<file path="src/lc3Pkg.sv">
package lc3Pkg;

    localparam int WORD_W = 16;
    localparam int REG_COUNT = 8;

    typedef logic [WORD_W-1:0] word_t;
    typedef logic [$clog2(REG_COUNT)-1:0] regIdx_t;

    localparam word_t RESET_PC = 16'h0000;

    // ir[15:12]
    typedef enum logic [3:0] {
        OP_BR   = 4'b0000,
        OP_ADD  = 4'b0001,
        OP_LD   = 4'b0010,
        OP_ST   = 4'b0011,
        OP_JSR  = 4'b0100,  // not supported
        OP_AND  = 4'b0101,
        OP_LDR  = 4'b0110,
        OP_STR  = 4'b0111,
        OP_RTI  = 4'b1000,  // not supported
        OP_NOT  = 4'b1001,
        OP_LDI  = 4'b1010,  // not supported
        OP_STI  = 4'b1011,  // not supported
        OP_JMP  = 4'b1100,
        OP_RES  = 4'b1101,  // reserved
        OP_LEA  = 4'b1110,
        OP_TRAP = 4'b1111   // not supported
    } opcode_t;

    typedef enum logic [4:0] {
        START,
        FETCH0,
        FETCH1,
        FETCH2,
        ALU0,
        BR0,
        JMP0,
        LEA0,
        LD0,
        LD1,
        LD2,
        LDR0,
        LDR1,
        LDR2,
        ST0,
        ST1,
        ST2,
        STR0,
        STR1,
        STR2
    } state_t;

    // ADD/AND/NOT map to ir[15:14] + 1
    typedef enum logic [1:0] {
        ALU_PASSA = 2'b00,
        ALU_ADD   = 2'b01,
        ALU_AND   = 2'b10,
        ALU_NOT   = 2'b11
    } aluOp_t;

    typedef enum logic [2:0] {
        BUS_NONE,
        BUS_PC,
        BUS_MARMUX,
        BUS_MDR,
        BUS_ALU
    } busSrc_t;

    typedef enum logic [1:0] {
        ADDR2_ZERO,
        ADDR2_OFF6,
        ADDR2_OFF9
    } addr2Sel_t;

    typedef enum logic {
        PC_INC,
        PC_EAB
    } pcSel_t;

endpackage

</file>
<file path="src/lc3RegFile.sv">
module lc3RegFile (
    input  logic            clk,
    input  logic            reset,
    input  logic            we,
    input  lc3Pkg::regIdx_t wrIdx,
    input  lc3Pkg::regIdx_t rdIdxA,
    input  lc3Pkg::regIdx_t rdIdxB,
    input  lc3Pkg::word_t   wrData,
    output lc3Pkg::word_t   rdDataA,
    output lc3Pkg::word_t   rdDataB
);

    lc3Pkg::word_t regs [lc3Pkg::REG_COUNT];

    always_ff @(posedge clk or posedge reset)
    begin
        if (reset)
            regs <= '{default: '0};
        else if (we)
            regs[wrIdx] <= wrData;
    end

    // read ports see the old value until the edge
    assign rdDataA = regs[rdIdxA];
    assign rdDataB = regs[rdIdxB];

endmodule

</file>
<file path="src/lc3AddrUnit.sv">
module lc3AddrUnit (
    input  lc3Pkg::word_t     ir,
    input  lc3Pkg::word_t     pc,
    input  lc3Pkg::word_t     baseReg,
    input  logic              addr1Base,
    input  lc3Pkg::addr2Sel_t addr2Sel,
    input  lc3Pkg::pcSel_t    pcSel,
    output lc3Pkg::word_t     eab,
    output lc3Pkg::word_t     pcNext
);

    lc3Pkg::word_t addr1;
    lc3Pkg::word_t addr2;
    lc3Pkg::word_t off6;
    lc3Pkg::word_t off9;

    assign off6 = {{(lc3Pkg::WORD_W - 6){ir[5]}}, ir[5:0]};
    assign off9 = {{(lc3Pkg::WORD_W - 9){ir[8]}}, ir[8:0]};

    assign addr1 = addr1Base ? baseReg : pc;  // pc is already incremented here

    always_comb
    begin
        case (addr2Sel)
            lc3Pkg::ADDR2_OFF6: addr2 = off6;
            lc3Pkg::ADDR2_OFF9: addr2 = off9;
            default:            addr2 = '0;
        endcase
    end

    assign eab = addr1 + addr2;

    assign pcNext = (pcSel == lc3Pkg::PC_EAB) ? eab : pc + lc3Pkg::word_t'(1);

endmodule

</file>
<file path="src/lc3Datapath.sv">
module lc3Datapath (
    input  logic              clk,
    input  logic              reset,
    input  lc3Pkg::aluOp_t    aluOp,
    input  lc3Pkg::regIdx_t   sr1,
    input  lc3Pkg::regIdx_t   sr2,
    input  lc3Pkg::regIdx_t   dr,
    input  logic              regWe,
    input  logic              flagWe,
    input  lc3Pkg::busSrc_t   busSrc,
    input  logic              addr1Base,
    input  lc3Pkg::addr2Sel_t addr2Sel,
    input  lc3Pkg::pcSel_t    pcSel,
    input  logic              ldPc,
    input  logic              ldIr,
    input  logic              ldMar,
    input  logic              ldMdr,
    input  logic              mdrFromMem,
    input  lc3Pkg::word_t     memRdData,
    output lc3Pkg::word_t     ir,
    output lc3Pkg::word_t     pc,
    output lc3Pkg::word_t     mar,
    output lc3Pkg::word_t     mdr,
    output logic              n,
    output logic              z,
    output logic              p
);

    lc3Pkg::word_t irReg;
    lc3Pkg::word_t regA;
    lc3Pkg::word_t regB;
    lc3Pkg::word_t imm5;
    lc3Pkg::word_t aluB;
    lc3Pkg::word_t aluOut;
    lc3Pkg::word_t eab;
    lc3Pkg::word_t pcNext;
    lc3Pkg::word_t bus;
    logic [2:0]    nzpNext;

    lc3RegFile regFile (
        .clk     (clk),
        .reset   (reset),
        .we      (regWe),
        .wrIdx   (dr),
        .rdIdxA  (sr1),
        .rdIdxB  (sr2),
        .wrData  (bus),
        .rdDataA (regA),
        .rdDataB (regB)
    );

    lc3AddrUnit addrUnit (
        .ir        (irReg),
        .pc        (pc),
        .baseReg   (regA),
        .addr1Base (addr1Base),
        .addr2Sel  (addr2Sel),
        .pcSel     (pcSel),
        .eab       (eab),
        .pcNext    (pcNext)
    );

    // decode sees the fetched word already in FETCH2
    assign ir = ldIr ? mdr : irReg;

    assign imm5 = {{(lc3Pkg::WORD_W - 5){irReg[4]}}, irReg[4:0]};
    assign aluB = irReg[5] ? imm5 : regB;

    always_comb
    begin
        case (aluOp)
            lc3Pkg::ALU_ADD: aluOut = regA + aluB;
            lc3Pkg::ALU_AND: aluOut = regA & aluB;
            lc3Pkg::ALU_NOT: aluOut = ~regA;
            default:         aluOut = regA;
        endcase
    end

    always_comb
    begin
        case (busSrc)
            lc3Pkg::BUS_PC:     bus = pc;
            lc3Pkg::BUS_MARMUX: bus = eab;
            lc3Pkg::BUS_MDR:    bus = mdr;
            lc3Pkg::BUS_ALU:    bus = aluOut;
            default:            bus = '0;
        endcase
    end

    assign nzpNext = (bus == '0) ? 3'b010 : (bus[lc3Pkg::WORD_W-1] ? 3'b100 : 3'b001);

    always_ff @(posedge clk or posedge reset)
    begin
        if (reset)
        begin
            irReg     <= '0;
            pc        <= lc3Pkg::RESET_PC;
            mar       <= '0;
            mdr       <= '0;
            {n, z, p} <= 3'b000;
        end
        else
        begin
            if (ldIr)
                irReg <= mdr;
            if (ldPc)
                pc <= pcNext;
            if (ldMar)
                mar <= bus;
            if (ldMdr)
                mdr <= mdrFromMem ? memRdData : bus;
            if (flagWe)
                {n, z, p} <= nzpNext;
        end
    end

    // flags are only written from a real bus value
    assert property (@(posedge clk) disable iff (reset)
        flagWe |-> (busSrc != lc3Pkg::BUS_NONE));

endmodule

</file>
<file path="src/lc3Control.sv">
module lc3Control (
    input  logic               clk,
    input  logic               reset,
    input  lc3Pkg::word_t      ir,
    input  logic               n,
    input  logic               z,
    input  logic               p,
    output lc3Pkg::aluOp_t     aluOp,
    output lc3Pkg::regIdx_t    sr1,
    output lc3Pkg::regIdx_t    sr2,
    output lc3Pkg::regIdx_t    dr,
    output logic               regWe,
    output logic               flagWe,
    output lc3Pkg::busSrc_t    busSrc,
    output logic               addr1Base,
    output lc3Pkg::addr2Sel_t  addr2Sel,
    output lc3Pkg::pcSel_t     pcSel,
    output logic               ldPc,
    output logic               ldIr,
    output logic               ldMar,
    output logic               ldMdr,
    output logic               mdrFromMem,
    output logic               memWe
);

    lc3Pkg::state_t  state;
    lc3Pkg::state_t  nextState;
    lc3Pkg::opcode_t opcode;
    logic            branchTaken;

    assign opcode = lc3Pkg::opcode_t'(ir[15:12]);
    assign branchTaken = (ir[11] & n) | (ir[10] & z) | (ir[9] & p);

    always_ff @(posedge clk or posedge reset)
    begin
        if (reset)
            state <= lc3Pkg::START;
        else
            state <= nextState;
    end

    always_comb
    begin
        nextState = lc3Pkg::FETCH0;  // one-cycle states and dropped opcodes
        case (state)
            lc3Pkg::FETCH0: nextState = lc3Pkg::FETCH1;
            lc3Pkg::FETCH1: nextState = lc3Pkg::FETCH2;
            lc3Pkg::FETCH2:
            begin
                case (opcode)
                    lc3Pkg::OP_ADD, lc3Pkg::OP_AND, lc3Pkg::OP_NOT: nextState = lc3Pkg::ALU0;
                    lc3Pkg::OP_BR:  nextState = lc3Pkg::BR0;
                    lc3Pkg::OP_JMP: nextState = lc3Pkg::JMP0;
                    lc3Pkg::OP_LEA: nextState = lc3Pkg::LEA0;
                    lc3Pkg::OP_LD:  nextState = lc3Pkg::LD0;
                    lc3Pkg::OP_LDR: nextState = lc3Pkg::LDR0;
                    lc3Pkg::OP_ST:  nextState = lc3Pkg::ST0;
                    lc3Pkg::OP_STR: nextState = lc3Pkg::STR0;
                    lc3Pkg::OP_JSR, lc3Pkg::OP_LDI, lc3Pkg::OP_STI,
                    lc3Pkg::OP_TRAP, lc3Pkg::OP_RTI, lc3Pkg::OP_RES:
                        nextState = lc3Pkg::FETCH0;  // no-op
                    default: nextState = lc3Pkg::FETCH0;
                endcase
            end
            lc3Pkg::LD0:  nextState = lc3Pkg::LD1;
            lc3Pkg::LD1:  nextState = lc3Pkg::LD2;
            lc3Pkg::LDR0: nextState = lc3Pkg::LDR1;
            lc3Pkg::LDR1: nextState = lc3Pkg::LDR2;
            lc3Pkg::ST0:  nextState = lc3Pkg::ST1;
            lc3Pkg::ST1:  nextState = lc3Pkg::ST2;
            lc3Pkg::STR0: nextState = lc3Pkg::STR1;
            lc3Pkg::STR1: nextState = lc3Pkg::STR2;
            default:      nextState = lc3Pkg::FETCH0;
        endcase
    end

    always_comb
    begin
        aluOp      = lc3Pkg::ALU_PASSA;
        sr1        = ir[8:6];
        sr2        = ir[2:0];
        dr         = ir[11:9];
        regWe      = 1'b0;
        flagWe     = 1'b0;
        busSrc     = lc3Pkg::BUS_NONE;
        addr1Base  = 1'b0;               // pc
        addr2Sel   = lc3Pkg::ADDR2_ZERO;
        pcSel      = lc3Pkg::PC_INC;
        ldPc       = 1'b0;
        ldIr       = 1'b0;
        ldMar      = 1'b0;
        ldMdr      = 1'b0;
        mdrFromMem = 1'b0;
        memWe      = 1'b0;
        case (state)
            lc3Pkg::FETCH0:
            begin
                busSrc = lc3Pkg::BUS_PC;
                ldMar  = 1'b1;
                ldPc   = 1'b1;  // pc + 1
            end
            lc3Pkg::FETCH1, lc3Pkg::LD1, lc3Pkg::LDR1:
            begin
                ldMdr      = 1'b1;
                mdrFromMem = 1'b1;
            end
            lc3Pkg::FETCH2: ldIr = 1'b1;
            lc3Pkg::ALU0:
            begin
                aluOp  = lc3Pkg::aluOp_t'(ir[15:14] + 2'b01);
                busSrc = lc3Pkg::BUS_ALU;
                regWe  = 1'b1;
                flagWe = 1'b1;
            end
            lc3Pkg::BR0:
            begin
                addr2Sel = lc3Pkg::ADDR2_OFF9;
                pcSel    = lc3Pkg::PC_EAB;
                ldPc     = branchTaken;
            end
            lc3Pkg::JMP0:
            begin
                addr1Base = 1'b1;  // base reg + 0
                pcSel     = lc3Pkg::PC_EAB;
                ldPc      = 1'b1;
            end
            lc3Pkg::LEA0:
            begin
                addr2Sel = lc3Pkg::ADDR2_OFF9;
                busSrc   = lc3Pkg::BUS_MARMUX;
                regWe    = 1'b1;
                flagWe   = 1'b1;
            end
            lc3Pkg::LD0, lc3Pkg::ST0:
            begin
                addr2Sel = lc3Pkg::ADDR2_OFF9;
                busSrc   = lc3Pkg::BUS_MARMUX;
                ldMar    = 1'b1;
            end
            lc3Pkg::LDR0, lc3Pkg::STR0:
            begin
                addr1Base = 1'b1;
                addr2Sel  = lc3Pkg::ADDR2_OFF6;
                busSrc    = lc3Pkg::BUS_MARMUX;
                ldMar     = 1'b1;
            end
            lc3Pkg::LD2, lc3Pkg::LDR2:
            begin
                busSrc = lc3Pkg::BUS_MDR;
                regWe  = 1'b1;
                flagWe = 1'b1;
            end
            lc3Pkg::ST1, lc3Pkg::STR1:
            begin
                sr1    = ir[11:9];  // source register passes through the ALU
                busSrc = lc3Pkg::BUS_ALU;
                ldMdr  = 1'b1;
            end
            lc3Pkg::ST2, lc3Pkg::STR2: memWe = 1'b1;
            default: ;
        endcase
    end

    // the store address must stay put while memory is written
    assert property (@(posedge clk) disable iff (reset) !(memWe && ldMar));

    assert property (@(posedge clk) disable iff (reset)
        !$isunknown(state) && (state <= lc3Pkg::STR2));

endmodule

</file>
<file path="src/lc3Top.sv">
module lc3Top (
    input  logic          clk,
    input  logic          reset,
    input  lc3Pkg::word_t memRdData,
    output lc3Pkg::word_t memAddr,
    output lc3Pkg::word_t memWrData,
    output lc3Pkg::word_t pc,
    output logic          memWe
);

    lc3Pkg::word_t     ir;
    logic              n;
    logic              z;
    logic              p;
    lc3Pkg::aluOp_t    aluOp;
    lc3Pkg::regIdx_t   sr1;
    lc3Pkg::regIdx_t   sr2;
    lc3Pkg::regIdx_t   dr;
    logic              regWe;
    logic              flagWe;
    lc3Pkg::busSrc_t   busSrc;
    logic              addr1Base;
    lc3Pkg::addr2Sel_t addr2Sel;
    lc3Pkg::pcSel_t    pcSel;
    logic              ldPc;
    logic              ldIr;
    logic              ldMar;
    logic              ldMdr;
    logic              mdrFromMem;

    lc3Control control (
        .clk        (clk),
        .reset      (reset),
        .ir         (ir),
        .n          (n),
        .z          (z),
        .p          (p),
        .aluOp      (aluOp),
        .sr1        (sr1),
        .sr2        (sr2),
        .dr         (dr),
        .regWe      (regWe),
        .flagWe     (flagWe),
        .busSrc     (busSrc),
        .addr1Base  (addr1Base),
        .addr2Sel   (addr2Sel),
        .pcSel      (pcSel),
        .ldPc       (ldPc),
        .ldIr       (ldIr),
        .ldMar      (ldMar),
        .ldMdr      (ldMdr),
        .mdrFromMem (mdrFromMem),
        .memWe      (memWe)
    );

    // memory address is the MAR, write data the MDR
    lc3Datapath datapath (
        .clk        (clk),
        .reset      (reset),
        .aluOp      (aluOp),
        .sr1        (sr1),
        .sr2        (sr2),
        .dr         (dr),
        .regWe      (regWe),
        .flagWe     (flagWe),
        .busSrc     (busSrc),
        .addr1Base  (addr1Base),
        .addr2Sel   (addr2Sel),
        .pcSel      (pcSel),
        .ldPc       (ldPc),
        .ldIr       (ldIr),
        .ldMar      (ldMar),
        .ldMdr      (ldMdr),
        .mdrFromMem (mdrFromMem),
        .memRdData  (memRdData),
        .ir         (ir),
        .pc         (pc),
        .mar        (memAddr),
        .mdr        (memWrData),
        .n          (n),
        .z          (z),
        .p          (p)
    );

endmodule

</file>
<file path="config.mk">
export PLATFORM = sky130hd
export DESIGN_NAME = lc3Top
export DESIGN_NICKNAME = d
export VERILOG_FILES = /design/src/lc3Pkg.sv /design/src/lc3RegFile.sv /design/src/lc3AddrUnit.sv /design/src/lc3Datapath.sv /design/src/lc3Control.sv /design/src/lc3Top.sv
export SDC_FILE = /design/constraint.sdc
export NUM_CORES = 1
export LEC_CHECK = 0
export BUFFER_PORTS_ARGS = -buffer_cell sky130_fd_sc_hd__buf_2
export CAP_MARGIN = 10
export CORE_ASPECT_RATIO = 1.2
export CORE_MARGIN = 8
export CORE_UTILIZATION = 45
export CTS_CLUSTER_DIAMETER = 200
export DETAILED_ROUTE_END_ITERATION = 7
export PLACE_DENSITY = 0.59
export SYNTH_ARGS = -nofsm -noshare
export SYNTH_HDL_FRONTEND = slang
export SYNTH_HIERARCHICAL = 1
export SYNTH_SLANG_ARGS = --single-unit
</file>
<file path="constraint.sdc">
create_clock -name clk -period 16.85 [get_ports clk]
set_input_delay 0.8425 -clock clk [delete_from_list [all_inputs] [get_ports clk]]
set_output_delay 0.8425 -clock clk [all_outputs]
set_load 0.01 [all_outputs]
</file>
==> results.json, run 1 <==
{
  "p_per_area_nw_per_um2": 149,
  "dieArea_um2": 38000,
  "fill_cells": 2889,
  "grt_pass1_wl_um": 61300,
  "gp_congestion": 0.932,
  "cp_cell_sequence": "nor2_1 > nand2_1 > nor2_1 > buf_4 > mux2_2 > mux2_2 > mux4_1 > mux2_2 > mux2_2 > ha_1 > inv_1 > fa_1 > and2b_1 > o2111ai_2 > a211oi_2 > nand2b_1 > o311a_1 > a22oi_1 > o32a_1 > o211ai_2 > nor4b_2 > nand4b_1 > o31a_1",
  "synth.avg_cell_area_um2": 11.3,
  "antennaDiodeCount": 0,
  "cp-end-kind": "flop",
  "status": "completed",
  "most-common-layout-cells": "mux2_2 (236), dfrtp_1 (200), nand2_1 (84), nor2_1 (76), buf_2 (66)",
  "synth.distinct_cells": 102,
  "multi_input_area_um2": 8590,
  "drt_iter0_markers": 706,
  "clockRootBuffer": "clkbuf_16",
  "required_ns": 17.17,
  "synth_top_area_frac": 0.348,
  "clockBufferDepth": 2,
  "tritoncts": "built",
  "critPathArrivalTime_ns": 7.89,
  "crit_slowest_cell": "mux2_2",
  "avgRoutedWirePerCell_um": 22.9,
  "route.detailed.drc": 0,
  "crit_family": "multiplexers",
  "clk_latency_ns": 0.44,
  "synthArstFlopShare": 1.00,
  "cp.depth": 23,
  "cts_buffers": 17,
  "synth-main-ff-cell": "dfrtp_1",
  "grt_max_degree": 81,
  "worst_slack_ns": 9.28,
  "fin_nets": 1340,
  "critPathLaunchType": "flop",
  "antenna_left": 0,
  "hp-class": "input port to asynchronous set/reset pin",
  "skew_ns": 0.0120,
  "area_growth_pct": 6.78,
  "worstMarginPinSlew_ns": 1.16,
  "slew_headroom": 0.225,
  "period_needed_ns": 7.57,
  "start_util": 0.457,
  "synth_edf_count": 0,
  "synth_top_cell_by_area": "dfrtp_1",
  "clock-sinks": 200,
  "place_hpwl_um": 27400,
  "first_global_vias": 10400,
  "antenna_found_initial": 0,
  "cts.htree.levels": 4,
  "crit_fanout": 32,
  "synth.ff_latch_count": 200,
  "setup_tns_ns": 0,
  "final_common_cell": "mux2_2",
  "port_buffers": 66,
  "setup_viol": 0,
  "ir_drop_v": 0.0000704,
  "vias": 10300,
  "gr-usage-all-layers": 0.210,
  "overflow": 0,
  "drv_cap": 0,
  "synth_fp_nets": 1324,
  "core_um2": 31400,
  "viasPerCell": 6.06,
  "min_period_over_period": 0.449,
  "drv_slew": 0,
  "rows": 71,
  "drt_pass1_iterations": 5,
  "max_stage_delay_ns": 0.91,
  "finalHoldViolCount": 0,
  "critical_path_class": "flop to flop",
  "path_common_cell": "mux2_2",
  "ctsHoldBuffers": 0,
  "syn_inst": 1270,
  "yosysWarnings": 6,
  "clkTransAtPathRegs_ns": 0.07,
  "rsz0062_at_grt": "false",
  "drive_gt1_frac": 0.336,
  "fmax_ghz": 0.132,
  "syn_area_um2": 14400,
  "p_leak_nw": 7.21,
  "crit_buf_inv": 2,
  "cts_setup_buffers": 0,
  "wirelength_um": 38900,
  "die_w_um": 179,
  "die_h_um": 212,
  "reg2reg_depth": 23,
  "yosys-top-cells-area": "dfrtp_1 (35%), mux2_2 (18%), mux4_1 (8.4%), ha_1 (3.0%), mux4_2 (2.8%)",
  "pin_count": 67,
  "place_ws_ns": 9.35,
  "cts_resized": 0,
  "seq_area_frac_synth": 0.348,
  "seqCellArea_um2": 5000
}
## sequential cells by signal (all words and copies together) (netlist names)
signal	cells
datapath/mdr	16
datapath/z	1
control/state	5
datapath/regFile/regs	128
datapath/pc	16
datapath/p	1
datapath/n	1
datapath/mar	16
datapath/irReg	16
## layout make-up
type                    instances  share of cell area
clock inverters                10             0.00636
inverters                      52              0.0130
well taps                     401              0.0327
flip-flops and latches        200               0.326
repair buffers                 90              0.0332
multi-input cells             925               0.559
clock buffers                  19              0.0295
## stage by stage
| stage | util | hold slack [ns] | cells | cell area (µm²) | total power [mW] |
|---|---|---|---|---|---|
| global route | 0.488 | 0.367 | 1697 | 15400 | 2.44 |
| detailed placement | 0.471 | 0.490 | 1668 | 14800 | 1.90 |
| global placement | 0.471 | 0.479 | 1668 | 14800 | 1.89 |
| floorplan | - | 0.457 | 1270 | 14400 | 1.61 |
| CTS | 0.488 | 0.356 | 1697 | 15400 | 2.31 |
| finish | 0.488 | 0.368 | 1697 | 15400 | 2.29 |
## synth_stat cells (8+ instances only)
library cell,instances
o21a_1,9
a211oi_1,8
nor2_1,77
buf_2,20
nor2b_1,10
mux4_1,46
xor2_1,8
clkbuf_1,21
mux2i_1,12
buf_4,19
buf_6,16
ha_1,34
xnor2_1,22
nand4_1,8
nor3_1,15
mux2_2,236
o21ai_0,60
a22oi_1,14
mux4_2,18
a31oi_1,8
a21oi_1,63
dfrtp_1,200
and2_1,10
mux2_1,11
nand3_1,15
buf_1,8
inv_1,48
nand2_1,84
## cells by family (layout without fill, tap and decap cells)
kind of cell	after synthesis	count (layout)	synth area share
AOI/OAI and AO/OA	254	254	0.124
xor gates and xnor gates	30	30	0.0183
adders and majority gates	36	36	0.0324
buffers and inverters	145	171	0.0599
DFF	200	200	0.348
muxes	323	323	0.314
and+or+nand+nor	282	282	0.103
## power breakdown
| group | switching [mW] | internal (mW) | leakage, nW |
|---|---|---|---|
| sequential | 0.125 | 0.599 | 2.70 |
| combinational | 0.666 | 0.511 | 4.24 |
| clock | 0.182 | 0.210 | 0.269 |
## final timing paths
kind                       slack [ns]                                     end                                   start
hold / removal                   0.37              control/state[0]$_DFF_PP0_                                   reset
max in group asynchronous       14.86   datapath/regFile/regs[37]$_DFFE_PP0P_                                   reset
setup reg to reg                 9.28                  datapath/p$_DFFE_PP0P_              control/state[4]$_DFF_PP0_
setup / recovery                 9.28                  datapath/p$_DFFE_PP0P_              control/state[4]$_DFF_PP0_
min in group clk                 0.50  datapath/regFile/regs[119]$_DFFE_PP0P_  datapath/regFile/regs[119]$_DFFE_PP0P_
hold reg to reg                  0.50  datapath/regFile/regs[119]$_DFFE_PP0P_  datapath/regFile/regs[119]$_DFFE_PP0P_
## layer usage
layer / part of all wire / global-route usage / up-vias
met5: 0 / 0 / -
met4: 0.050 / 0.112 / 0
met3: 0.036 / 0.0278 / 66
met2: 0.48 / 0.343 / 262
li1: - / - / 4822
met1: 0.44 / 0.268 / 5138
(Power assumes the default switching activity.)
==> run 2, diff against run 1 <==
- clock period: 16.85 -> 7.4 ns (I/O delays scaled with it)
==> results.json, run 2 (synthesized netlist as in run 1, its figures left out) <==
{
  "status": "completed",
  "fin_util": 0.493,
  "port_buffers": 66,
  "avgRoutedWirePerCell_um": 23.1,
  "ctsHoldBuffers": 1,
  "antenna_found_initial": 0,
  "cp-startpoint": "control/state[1]$_DFF_PP0_",
  "fill_cells": 2899,
  "p_leak_nw": 7.30,
  "drt_iter0_markers": 723,
  "wirelength_um": 39600,
  "cts_resized": 0,
  "dieArea_um2": 38000,
  "clockRootBuffer": "clkbuf_16",
  "place_hpwl_um": 28500,
  "drv_cap": 0,
  "cp.depth": 20,
  "worst_slack_ns": 0.588,
  "crit_fanout": 24,
  "cts_buffers": 17,
  "antenna_left": 0,
  "hold_start": "memRdData[15]",
  "first_global_vias": 10500,
  "ir_drop_v": 0.000152,
  "path_common_cell": "mux2_2",
  "rows": 71,
  "cp_cell_sequence": "inv_2 > nor2_1 > mux2_2 > mux2_2 > buf_4 > mux4_1 > mux2_2 > mux2_2 > ha_1 > and2_1 > a221o_1 > or3_1 > and2_1 > a22oi_1 > nor2_1 > a211o_1 > a21oi_1 > nor2_1 > nand4b_1 > o31a_1",
  "worstMarginPinSlew_ns": 0.971,
  "pin_count": 67,
  "top_layer": "met4",
  "overflow": 0,
  "clk_latency_ns": 0.45,
  "finalHoldViolCount": 0,
  "antennaDiodeCount": 0,
  "grt_pass1_wl_um": 62200,
  "vias": 10300,
  "cp-end-kind": "flop",
  "route.detailed.drc": 0,
  "die_w_um": 179,
  "crit-reg2reg-launch": "control/state[1]$_DFF_PP0_",
  "slew_headroom": 0.350,
  "fmax_ghz": 0.147,
  "critical_path_class": "flop to flop",
  "critPathArrivalTime_ns": 7.14,
  "wl_met1_um": 17300,
  "core_um2": 31400,
  "largest_reg_flops": 128,
  "clkTransAtPathRegs_ns": 0.07,
  "largest_register": "datapath/regFile/regs",
  "drive_gt1_frac": 0.342,
  "drt_pass1_iterations": 5,
  "gr-usage-all-layers": 0.214,
  "start_util": 0.457,
  "place_ws_ns": 0.668,
  "crit_slowest_cell": "dfrtp_1",
  "final_common_cell": "mux2_2",
  "most-common-layout-cells": "mux2_2 (236), dfrtp_1 (200), nand2_1 (84), nor2_1 (76), buf_2 (66)",
  "tritoncts": "built",
  "crit_family": "multiplexers",
  "skew_ns": 0.0151,
  "critPathLaunchType": "flop",
  "setup_tns_ns": 0,
  "hold_depth": 3,
  "cts.htree.levels": 4,
  "drv_slew": 0,
  "crit_buf_inv": 2,
  "clockBufferDepth": 2,
  "reg2reg_depth": 20,
  "area_growth_pct": 7.75,
  "max_stage_delay_ns": 0.63,
  "grt_max_degree": 71,
  "period_needed_ns": 6.81,
  "clock-sinks": 200,
  "cts_setup_buffers": 0,
  "viasPerCell": 6.04,
  "dr_wl_met2_um": 19600,
  "gp_congestion": 0.952,
  "hp-class": "input port to flop",
  "p_per_area_nw_per_um2": 343,
  "wl_met3_um": 1300,
  "rsz0062_at_grt": "false",
  "required_ns": 7.73,
  "die_h_um": 212,
  "min_period_over_period": 0.921,
  "timing.hold.ws_ns": 0.240,
  "fin_nets": 1352,
  "setup_viol": 0
}
==> run 2: worst paths after layout <==
kind / endpoint / slack [ns]
hold / removal: datapath/mdr[15]$_DFFE_PP0P_ / 0.24
setup / recovery: datapath/p$_DFFE_PP0P_ / 0.59
setup reg to reg: datapath/p$_DFFE_PP0P_ / 0.59
max in group asynchronous: datapath/regFile/regs[80]$_DFFE_PP0P_ / 5.38
min in group asynchronous: control/state[2]$_DFF_PP0_ / 0.43
hold reg to reg: datapath/mar[14]$_DFFE_PP0P_ / 0.50
==> run 2: cell type report <==
| type | count | area (µm²) | area share |
|---|---|---|---|
| sequential | 200 | 5000 | 0.323 |
| inverter | 52 | 199 | 0.0128 |
| clock inverter | 13 | 145 | 0.00937 |
| timing repair buffer | 102 | 603 | 0.0389 |
| tap | 401 | 502 | 0.0324 |
| multi-input combinational | 925 | 8590 | 0.554 |
| clock buffer | 19 | 453 | 0.0292 |
==> run 2: power breakdown <==
part | switching (mW) | total, mW | leakage (nW) | internal (mW)
Clock | 0.436 | 0.957 | 0.302 | 0.521
Combinational | 1.55 | 2.74 | 4.30 | 1.19
Sequential | 0.261 | 1.62 | 2.70 | 1.36
Total | 2.25 | 5.32 | 7.30 | 3.07
==> run 2: worst reg2reg max path: cells and delay by family (launching register included) <==
family	cells	cell delay [ns]
adder cells (fa/ha/maj)	1	0.38
multiplexers	5	2.14
flip-flops	1	0.63
buffers and inverters	2	0.59
AO/OA/AOI/OAI	5	1.28
AND/OR/NAND/NOR	7	1.68
==> run 2: through the flow <==
stage               area, µm²  power (mW)  instances
global placement        14900        4.35       1678
detailed placement      14900        4.37       1678
global route            15500        5.65       1712
CTS                     15500        5.36       1711
finish                  15500        5.32       1712
floorplan               14400        3.66       1270
==> run 2: metal layers <==
metal / vias up / GRT usage
li1: 4841 / -
met1: 5249 / 0.270
met2: 205 / 0.365
met3: 53 / 0.0257
met4: 0 / 0.0900
met5: - / 0
